`src/tsn_frame_pkg.sv`:
```
/* frame-side definitions: EtherType and traffic class constants,
   parser descriptor and queued descriptor layouts */

package tsn_frame_pkg;

    //////////////////////////////////////////////////////////////////////
    // frame constants
    //////////////////////////////////////////////////////////////////////

    typedef logic [15:0] eth_type_t;

    // EtherType that marks a time-sensitive frame
    localparam eth_type_t TSN_ETH_TYPE = 16'h1800;

    // classes 0..TS_CLASS_MAX go to the time-injection queue
    localparam logic [2:0] TS_CLASS_MAX = 3'd2;

    //////////////////////////////////////////////////////////////////////
    // descriptor layouts
    //////////////////////////////////////////////////////////////////////

    // parser descriptor, 31 bits
    typedef struct packed {
        logic [2:0]  tclass;    // bits 30..28
        logic [27:0] flow_len;  // flow id and frame length
    } in_desc_t;

    // packet-buffer id field of the queued descriptor
    typedef logic [8:0] desc_bufid_t;

    // queued descriptor, 40 bits, id on top
    typedef struct packed {
        desc_bufid_t pkt_bufid;
        in_desc_t    desc;
    } out_desc_t;

endpackage
```
`src/tsn_buf_pkg.sv`:
```
/* buffer pool sizes, queue depths and class queue entry types */

package tsn_buf_pkg;

    //////////////////////////////////////////////////////////////////////
    // pool and queue sizes
    //////////////////////////////////////////////////////////////////////

    // id width follows the descriptor field
    localparam int PKT_BUFID_W = $bits(tsn_frame_pkg::desc_bufid_t);
    localparam int DBUFID_W    = 5;

    // ids 0..BUF_NUM-1 only
    localparam int BUF_NUM     = 16;

    localparam int TIM_Q_DEPTH = 4;
    localparam int DOC_Q_DEPTH = 4;

    //////////////////////////////////////////////////////////////////////
    // queue entries
    //////////////////////////////////////////////////////////////////////

    // time-injection entry keeps the data-buffer id, 45 bits
    typedef struct packed {
        tsn_frame_pkg::out_desc_t desc;
        logic [DBUFID_W-1:0]      dbufid;
    } tim_entry_t;

    // ordinary-forwarding entry, 40 bits
    typedef struct packed {
        tsn_frame_pkg::out_desc_t desc;
    } doc_entry_t;

endpackage

```
`src/tsn_ingress_top.sv`:
```
/* ingress descriptor path: allocator, dispatch and the two class queues */

module tsn_ingress_top (
    input  logic                                i_clk,
    input  logic                                i_rst_n,

    // parser descriptor input
    input  logic                                i_desc_valid,
    output logic                                o_desc_ready,
    input  tsn_frame_pkg::in_desc_t             i_desc,
    input  tsn_frame_pkg::eth_type_t            i_eth_type,
    input  logic [tsn_buf_pkg::DBUFID_W-1:0]    i_dbufid,

    // packet-buffer id return
    input  logic                                i_free_valid,
    input  logic [tsn_buf_pkg::PKT_BUFID_W-1:0] i_free_bufid,

    // time-injection queue output
    output logic                                o_tim_valid,
    input  logic                                i_tim_ready,
    output tsn_buf_pkg::tim_entry_t             o_tim_entry,

    // ordinary-forwarding queue output
    output logic                                o_doc_valid,
    input  logic                                i_doc_ready,
    output tsn_buf_pkg::doc_entry_t             o_doc_entry
);

    import tsn_buf_pkg::*;

    logic                   alloc_valid;
    logic                   alloc_ready;
    logic [PKT_BUFID_W-1:0] alloc_bufid;

    logic                   tim_wr_valid;
    logic                   tim_wr_ready;
    tim_entry_t             tim_wr_entry;

    logic                   doc_wr_valid;
    logic                   doc_wr_ready;
    doc_entry_t             doc_wr_entry;

    pkt_buf_alloc alloc_i (
        .i_clk          (i_clk),
        .i_rst_n        (i_rst_n),
        .o_alloc_valid  (alloc_valid),
        .o_alloc_bufid  (alloc_bufid),
        .i_alloc_ready  (alloc_ready),
        .i_free_valid   (i_free_valid),
        .i_free_bufid   (i_free_bufid)
    );

    descriptor_dispatch dispatch_i (
        .i_clk          (i_clk),
        .i_rst_n        (i_rst_n),
        .i_desc_valid   (i_desc_valid),
        .i_desc         (i_desc),
        .i_eth_type     (i_eth_type),
        .i_dbufid       (i_dbufid),
        .o_desc_ready   (o_desc_ready),
        .i_alloc_valid  (alloc_valid),
        .i_alloc_bufid  (alloc_bufid),
        .o_alloc_ready  (alloc_ready),
        .o_tim_valid    (tim_wr_valid),
        .o_tim_entry    (tim_wr_entry),
        .i_tim_ready    (tim_wr_ready),
        .o_doc_valid    (doc_wr_valid),
        .o_doc_entry    (doc_wr_entry),
        .i_doc_ready    (doc_wr_ready)
    );

    // time-injection queue, entries keep the data-buffer id
    desc_queue #(.DEPTH(TIM_Q_DEPTH), .ENTRY_T(tim_entry_t)) tim_q_i (
        .i_clk      (i_clk),
        .i_rst_n    (i_rst_n),
        .i_wr_valid (tim_wr_valid),
        .i_wr_entry (tim_wr_entry),
        .o_wr_ready (tim_wr_ready),
        .o_rd_valid (o_tim_valid),
        .o_rd_entry (o_tim_entry),
        .i_rd_ready (i_tim_ready)
    );

    desc_queue #(.DEPTH(DOC_Q_DEPTH), .ENTRY_T(doc_entry_t)) doc_q_i (
        .i_clk      (i_clk),
        .i_rst_n    (i_rst_n),
        .i_wr_valid (doc_wr_valid),
        .i_wr_entry (doc_wr_entry),
        .o_wr_ready (doc_wr_ready),
        .o_rd_valid (o_doc_valid),
        .o_rd_entry (o_doc_entry),
        .i_rd_ready (i_doc_ready)
    );

endmodule

```
`src/desc_queue.sv`:
```
/* show-ahead synchronous FIFO for class queue entries,
   payload type set by parameter */

module desc_queue #(
    parameter int  DEPTH   = 4,
    parameter type ENTRY_T = logic [7:0]
) (
    input  logic   i_clk,
    input  logic   i_rst_n,

    // write side
    input  logic   i_wr_valid,
    input  ENTRY_T i_wr_entry,
    output logic   o_wr_ready,

    // read side, head entry shown while valid
    output logic   o_rd_valid,
    output ENTRY_T o_rd_entry,
    input  logic   i_rd_ready
);

    ENTRY_T                       mem [DEPTH];
    logic [$clog2(DEPTH)-1:0]     wr_ptr;
    logic [$clog2(DEPTH)-1:0]     rd_ptr;
    logic [$clog2(DEPTH+1)-1:0]   count;

    logic                         wr_en;
    logic                         rd_en;

    //////////////////////////////////////////////////////////////////////
    // handshakes
    //////////////////////////////////////////////////////////////////////

    assign o_rd_valid = (count != 0);
    assign o_rd_entry = mem[rd_ptr];

    // a full queue still takes a write when the head leaves
    assign o_wr_ready = (count < DEPTH) || i_rd_ready;

    assign wr_en = i_wr_valid && o_wr_ready;
    assign rd_en = o_rd_valid && i_rd_ready;

    //////////////////////////////////////////////////////////////////////
    // storage and pointers
    //////////////////////////////////////////////////////////////////////

    always_ff @(posedge i_clk) begin
        if (wr_en) begin
            mem[wr_ptr] <= i_wr_entry;
        end
    end

    always_ff @(posedge i_clk or negedge i_rst_n) begin
        if (!i_rst_n) begin
            wr_ptr <= '0;
            rd_ptr <= '0;
            count  <= '0;
        end else begin
            if (wr_en) begin
                wr_ptr <= (wr_ptr == DEPTH - 1) ? '0 : wr_ptr + 1'b1;
            end
            if (rd_en) begin
                rd_ptr <= (rd_ptr == DEPTH - 1) ? '0 : rd_ptr + 1'b1;
            end
            // both at once leaves the count alone
            if (wr_en && !rd_en) begin
                count <= count + 1'b1;
            end else if (rd_en && !wr_en) begin
                count <= count - 1'b1;
            end
        end
    end

    //////////////////////////////////////////////////////////////////////
    // checks
    //////////////////////////////////////////////////////////////////////

    a_count_max: assert property (
        @(posedge i_clk) disable iff (!i_rst_n)
        count <= DEPTH
    ) else $error("queue occupancy %0d above depth %0d", count, DEPTH);

endmodule

```
`src/descriptor_dispatch.sv`:
```
/* descriptor classifier that binds a packet-buffer id, builds the queued
   descriptor and steers it through a one-entry output register */

module descriptor_dispatch (
    input  logic                                i_clk,
    input  logic                                i_rst_n,

    // parser side
    input  logic                                i_desc_valid,
    input  tsn_frame_pkg::in_desc_t             i_desc,
    input  tsn_frame_pkg::eth_type_t            i_eth_type,
    input  logic [tsn_buf_pkg::DBUFID_W-1:0]    i_dbufid,
    output logic                                o_desc_ready,

    // allocator side
    input  logic                                i_alloc_valid,
    input  logic [tsn_buf_pkg::PKT_BUFID_W-1:0] i_alloc_bufid,
    output logic                                o_alloc_ready,

    // time-injection queue write
    output logic                                o_tim_valid,
    output tsn_buf_pkg::tim_entry_t             o_tim_entry,
    input  logic                                i_tim_ready,

    // ordinary-forwarding queue write
    output logic                                o_doc_valid,
    output tsn_buf_pkg::doc_entry_t             o_doc_entry,
    input  logic                                i_doc_ready
);

    import tsn_frame_pkg::*;
    import tsn_buf_pkg::*;

    logic                out_valid;
    logic                out_is_tim;
    out_desc_t           out_desc;
    logic [DBUFID_W-1:0] out_dbufid;

    logic                is_tim;
    logic                drain;
    logic                reg_free;
    logic                accept;

    //////////////////////////////////////////////////////////////////////
    // classification and handshakes
    //////////////////////////////////////////////////////////////////////

    // TSN EtherType with a low traffic class
    assign is_tim = (i_eth_type == TSN_ETH_TYPE) && (i_desc.tclass <= TS_CLASS_MAX);

    assign drain    = (o_tim_valid && i_tim_ready) || (o_doc_valid && i_doc_ready);
    assign reg_free = !out_valid || drain;

    // descriptor and id are taken at the same edge
    assign o_desc_ready  = i_alloc_valid && reg_free;
    assign o_alloc_ready = i_desc_valid && reg_free;
    assign accept        = i_desc_valid && i_alloc_valid && reg_free;

    //////////////////////////////////////////////////////////////////////
    // output register
    //////////////////////////////////////////////////////////////////////

    always_ff @(posedge i_clk or negedge i_rst_n) begin
        if (!i_rst_n) begin
            out_valid  <= 1'b0;
            out_is_tim <= 1'b0;
        end else if (accept) begin
            out_valid  <= 1'b1;
            out_is_tim <= is_tim;
        end else if (drain) begin
            out_valid  <= 1'b0;
        end
    end

    // payload with the id in the top bits
    always_ff @(posedge i_clk) begin
        if (accept) begin
            out_desc.pkt_bufid <= i_alloc_bufid;
            out_desc.desc      <= i_desc;
            out_dbufid         <= i_dbufid;
        end
    end

    assign o_tim_valid = out_valid && out_is_tim;
    assign o_doc_valid = out_valid && !out_is_tim;

    always_comb begin
        o_tim_entry.desc   = out_desc;
        o_tim_entry.dbufid = out_dbufid;
        o_doc_entry.desc   = out_desc;
    end

    //////////////////////////////////////////////////////////////////////
    // checks
    //////////////////////////////////////////////////////////////////////

    // the parser keeps a waiting descriptor until it is taken
    a_desc_hold: assert property (
        @(posedge i_clk) disable iff (!i_rst_n)
        i_desc_valid && !o_desc_ready |=>
            i_desc_valid && $stable({i_desc, i_eth_type, i_dbufid})
    ) else $error("descriptor dropped or changed before it was taken");

    // a stalled entry waits unchanged for its queue
    a_tim_hold: assert property (
        @(posedge i_clk) disable iff (!i_rst_n)
        o_tim_valid && !i_tim_ready |=> o_tim_valid && $stable(o_tim_entry)
    ) else $error("time-injection entry changed while stalled");

    a_doc_hold: assert property (
        @(posedge i_clk) disable iff (!i_rst_n)
        o_doc_valid && !i_doc_ready |=> o_doc_valid && $stable(o_doc_entry)
    ) else $error("ordinary entry changed while stalled");

endmodule

```
`src/pkt_buf_alloc.sv`:
```
/* packet-buffer id allocator: free bitmap, lowest-free priority
   encoder, release port */

module pkt_buf_alloc (
    input  logic                                i_clk,
    input  logic                                i_rst_n,

    // id offer to dispatch
    output logic                                o_alloc_valid,
    output logic [tsn_buf_pkg::PKT_BUFID_W-1:0] o_alloc_bufid,
    input  logic                                i_alloc_ready,

    // id return from the consumers
    input  logic                                i_free_valid,
    input  logic [tsn_buf_pkg::PKT_BUFID_W-1:0] i_free_bufid
);

    import tsn_buf_pkg::*;

    // one bit per id, set while the id is free
    logic [BUF_NUM-1:0] free_map;
    logic [BUF_NUM-1:0] take_mask;
    logic [BUF_NUM-1:0] give_mask;

    //////////////////////////////////////////////////////////////////////
    // lowest free id
    //////////////////////////////////////////////////////////////////////

    assign o_alloc_valid = |free_map;

    // scan downwards so the lowest set bit wins
    always_comb begin
        o_alloc_bufid = '0;
        for (int i = BUF_NUM - 1; i >= 0; i--) begin
            if (free_map[i]) begin
                o_alloc_bufid = PKT_BUFID_W'(i);
            end
        end
    end

    //////////////////////////////////////////////////////////////////////
    // bitmap update
    //////////////////////////////////////////////////////////////////////

    assign take_mask = (o_alloc_valid && i_alloc_ready) ?
                       (BUF_NUM'(1) << o_alloc_bufid) : '0;
    assign give_mask = i_free_valid ? (BUF_NUM'(1) << i_free_bufid) : '0;

    // a return and a hand-out of different ids can share an edge
    always_ff @(posedge i_clk or negedge i_rst_n) begin
        if (!i_rst_n) begin
            free_map <= '1;
        end else begin
            free_map <= (free_map & ~take_mask) | give_mask;
        end
    end

    //////////////////////////////////////////////////////////////////////
    // checks
    //////////////////////////////////////////////////////////////////////

    // consumers only return ids that were handed out
    a_free_not_free: assert property (
        @(posedge i_clk) disable iff (!i_rst_n)
        i_free_valid |-> ((free_map & give_mask) == '0)
    ) else $error("returned packet-buffer id %0d is already free", i_free_bufid);

    a_free_in_range: assert property (
        @(posedge i_clk) disable iff (!i_rst_n)
        i_free_valid |-> (i_free_bufid < BUF_NUM)
    ) else $error("returned packet-buffer id %0d out of pool", i_free_bufid);

endmodule

```
`config.mk`:
```
export PLATFORM = sky130hd
export DESIGN_NAME = tsn_ingress_top
export DESIGN_NICKNAME = d
export VERILOG_FILES = /design/src/tsn_frame_pkg.sv /design/src/tsn_buf_pkg.sv /design/src/tsn_ingress_top.sv /design/src/desc_queue.sv /design/src/descriptor_dispatch.sv /design/src/pkt_buf_alloc.sv
export SDC_FILE = /design/constraint.sdc
export NUM_CORES = 1
export LEC_CHECK = 0
export ABC_CLOCK_PERIOD_IN_PS = 3800
export BUFFER_PORTS_ARGS = -buffer_cell sky130_fd_sc_hd__buf_2
export CAP_MARGIN = 20
export CORE_MARGIN = 1
export CORE_UTILIZATION = 55
export DETAILED_ROUTE_END_ITERATION = 10
export PLACE_DENSITY = 0.76
export SLEW_MARGIN = 25
export SYNTH_ARGS = -nofsm -noshare
export SYNTH_HDL_FRONTEND = slang
export SYNTH_SLANG_ARGS = --single-unit
```
`constraint.sdc`:
```
create_clock -name i_clk -period 3.8 [get_ports i_clk]
set_clock_uncertainty 0.05 [all_clocks]
set_input_delay 0.19 -clock i_clk [delete_from_list [all_inputs] [get_ports i_clk]]
set_output_delay 0.19 -clock i_clk [all_outputs]
set_load 0.005 [all_outputs]
```
==> impl_metrics.json <==
{
  "ctsResizeCount": 0,
  "preCtsSetupSlack_ps": 1157,
  "finalSetupViolations": 0,
  "wl_per_cell_um": 23.26,
  "drt_first_pass_iters": 7,
  "slew_headroom": 0.3316,
  "max_freq_ghz": 0.3591,
  "post_cts_buffers": 0,
  "cts_hold_buf": 43,
  "gp_congestion": 0.8352,
  "io_buffers": 144,
  "clk_latency_ps": 510,
  "final-hold-violation-count": 0,
  "cts_buffers": 36,
  "crit_chain": "or4_1, nor2b_1, a21o_1, clkinv_2",
  "drv_cap": 0,
  "start_kind": "register",
  "min_path_type": "input port to register",
  "path_class": "register to register",
  "ys.flop_type": "edfxtp_1",
  "routed_wl_mm": 28.24,
  "clk_pin_slew_ps": 60,
  "vias_per_cell": 5.839,
  "slowest_stage": "clkinv_2",
  "grt-ovfl-total": 0,
  "grt_pass1_vias": 7460,
  "status": "completed",
  "io_pins": 155,
  "syn_area_per_cell_um2": 21.60,
  "fillers": 1651,
  "fp.dieH_um": 161.8,
  "synth_cell_types": 58,
  "layout_common_cells": "edfxtp_1, buf_2, mux4_2, dlygate4sd3_1, clkbuf_16",
  "die_area_um2": 26160,
  "postSynthCellCount": 650,
  "place_area_um2": 15100,
  "crit_required_ps": 3700,
  "htree_levels": 2,
  "via_count": 7088,
  "cts_buffer_depth": 3,
  "slew_viol_final": 0,
  "die_w_um": 161.8,
  "grt_use_total": 0.2242,
  "powerDensity_nw_per_um2": 696.9,
  "worstMarginPinSlew_ps": 1003,
  "synth_edf_count": 340,
  "peakVddDrop_mv": 0.4031,
  "nNetsFinal": 941,
  "leakagePower_nw": 5.742,
  "end_kind": "register",
  "rsz0062_at_grt": "no",
  "drtIter0Drc": 614,
  "final_area_um2": 16620,
  "initial_core_util": 0.5590,
  "clockRootBuffer": "clkbuf_16",
  "final_common_cell": "edfxtp_1",
  "dp_hpwl_mm": 16.67,
  "ant_nets": 0,
  "grt_pass1_wl_mm": 43.06,
  "core_area_um2": 25110,
  "holdWs_ps": 47.99,
  "grt_max_degree": 44,
  "placedCellCount": 1109,
  "antenna_cells": 0,
  "drive_above_1_share": 0.3495,
  "tns_ps": 0,
  "cp_data_arrival_time_ps": 2690,
  "synth-seq-cells": 372,
  "rows": 58,
  "grt_antenna_before_repair": 0,
  "fin_crit_sh": 0.7328,
  "ys_warn_count": 0,
  "netlist_area_um2": 14040,
  "timing.final.ws_setup_ps": 1015,
  "critPathMaxStageDelay_ps": 730,
  "drc": 0,
  "final_cells": 1214,
  "cp_max_fo": 40,
  "fin_crit_ps": 2785,
  "synth-async-reset-ratio": 0.08602,
  "tritoncts": "done",
  "ys_seq_area_frac": 0.7858,
  "numClockSinks": 372,
  "area_delta_synth_final_pct": 18.42
}
## state kept, by name (all words and copies together), names as in the netlist
register and count:
dispatch_i.out_is_tim 1, doc_q_i.mem 140, dispatch_i.o_doc_entry 35, doc_q_i.wr_ptr 2, tim_q_i.rd_ptr 2, doc_q_i.rd_ptr 2, alloc_i.free_map 16, dispatch_i.out_valid 1
tim_q_i.wr_ptr 2, dispatch_i.out_dbufid 5, tim_q_i.mem 160, tim_q_i.count 3, doc_q_i.count 3
## metal layers
metal / vias to the layer above / global-route usage / wire length [um]
li1: 3062 / - / -
met1: 3675 / 0.3090 / 11630
met2: 298 / 0.3805 / 14220
met3: 53 / 0.03141 / 1790
met4: 0 / 0.06089 / 594
met5: - / 0 / 0
## through the flow
step	utilization	power, mW
after floorplan	-	7.184
after global placement	0.6014	8.205
after detailed placement	0.6014	8.340
after CTS	0.6619	11.69
after global routing	0.6620	12.07
final	0.6620	11.58
## power breakdown
group / internal, mW / switching (mW)
Sequential: 5.12 / 0.655
Combinational: 1.36 / 1.14
Clock: 1.91 / 1.41
Total: 8.38 / 3.21
## Yosys cell counts, types with 4 or more instances
master	instances	share of area
edfxtp_1	340	0.73
mux4_2	75	0.12
inv_1	19	0.0051
o21ai_0	17	0.0061
dfrtp_1	16	0.029
dfstp_2	16	0.030
nand2_1	15	0.0040
nor2_1	14	0.0037
ha_1	12	0.011
and2_1	10	0.0045
buf_4	10	0.0053
buf_2	8	0.0029
clkbuf_1	6	0.0016
nor4_1	6	0.0027
a21oi_1	5	0.0018
buf_1	5	0.0013
nor3b_1	5	0.0027
mux2_2	4	0.0032
nor2b_1	4	0.0018
xor2_1	4	0.0025
## worst paths after layout
path	startpoint	endpoint	slack [ps]	depth (start not counted)
setup / recovery	alloc_i.free_map[8]$_DFF_PN1_	dispatch_i.o_doc_entry[7]$_DFFE_PP_	1020	4
hold / removal	i_desc_valid	alloc_i.free_map[0]$_DFF_PN1_	50	4
setup reg to reg	alloc_i.free_map[8]$_DFF_PN1_	dispatch_i.o_doc_entry[7]$_DFFE_PP_	1020	4
hold reg to reg	alloc_i.free_map[6]$_DFF_PN1_	alloc_i.free_map[6]$_DFF_PN1_	450	2
max in group asynchronous	i_rst_n	tim_q_i.rd_ptr[0]$_DFFE_PN0P_	2920	2
min in group asynchronous	i_rst_n	dispatch_i.out_valid$_DFFE_PN0P_	250	2
## kinds of logic (layout without fill, tap and decap cells)
logic type	Yosys count	in the layout	synth area share
other	1	10	0.0002671
AO/OA/AOI/OAI	50	50	0.02344
AND/OR/NAND/NOR	78	78	0.03182
buffers and inverters	49	274	0.01702
adder cells (fa/ha/maj)	14	14	0.01355
multiplexers	80	80	0.1243
XOR/XNOR	6	6	0.003744
flip-flops	372	372	0.7858
## critical path: cells and delay by family, from the launching register on
| family | cells | cell delay, ps |
|---|---|---|
| AND/OR/NAND/NOR | 2 | 840 |
| buffers and inverters | 1 | 730 |
| flip-flops | 1 | 390 |
| AO/OA/AOI/OAI | 1 | 200 |
## cell type report
cell class,instances,area (um^2),share of cell area
timing repair buffer,193,1196,0.07196
clock inverter,20,143.9,0.008656
multi-input combinational,238,2813,0.1692
tap,330,412.9,0.02484
sequential,372,11040,0.6642
inverter,19,72.57,0.004366
clock buffer,42,944.7,0.05683
Note: power is estimated with default switching activity, not from simulation.
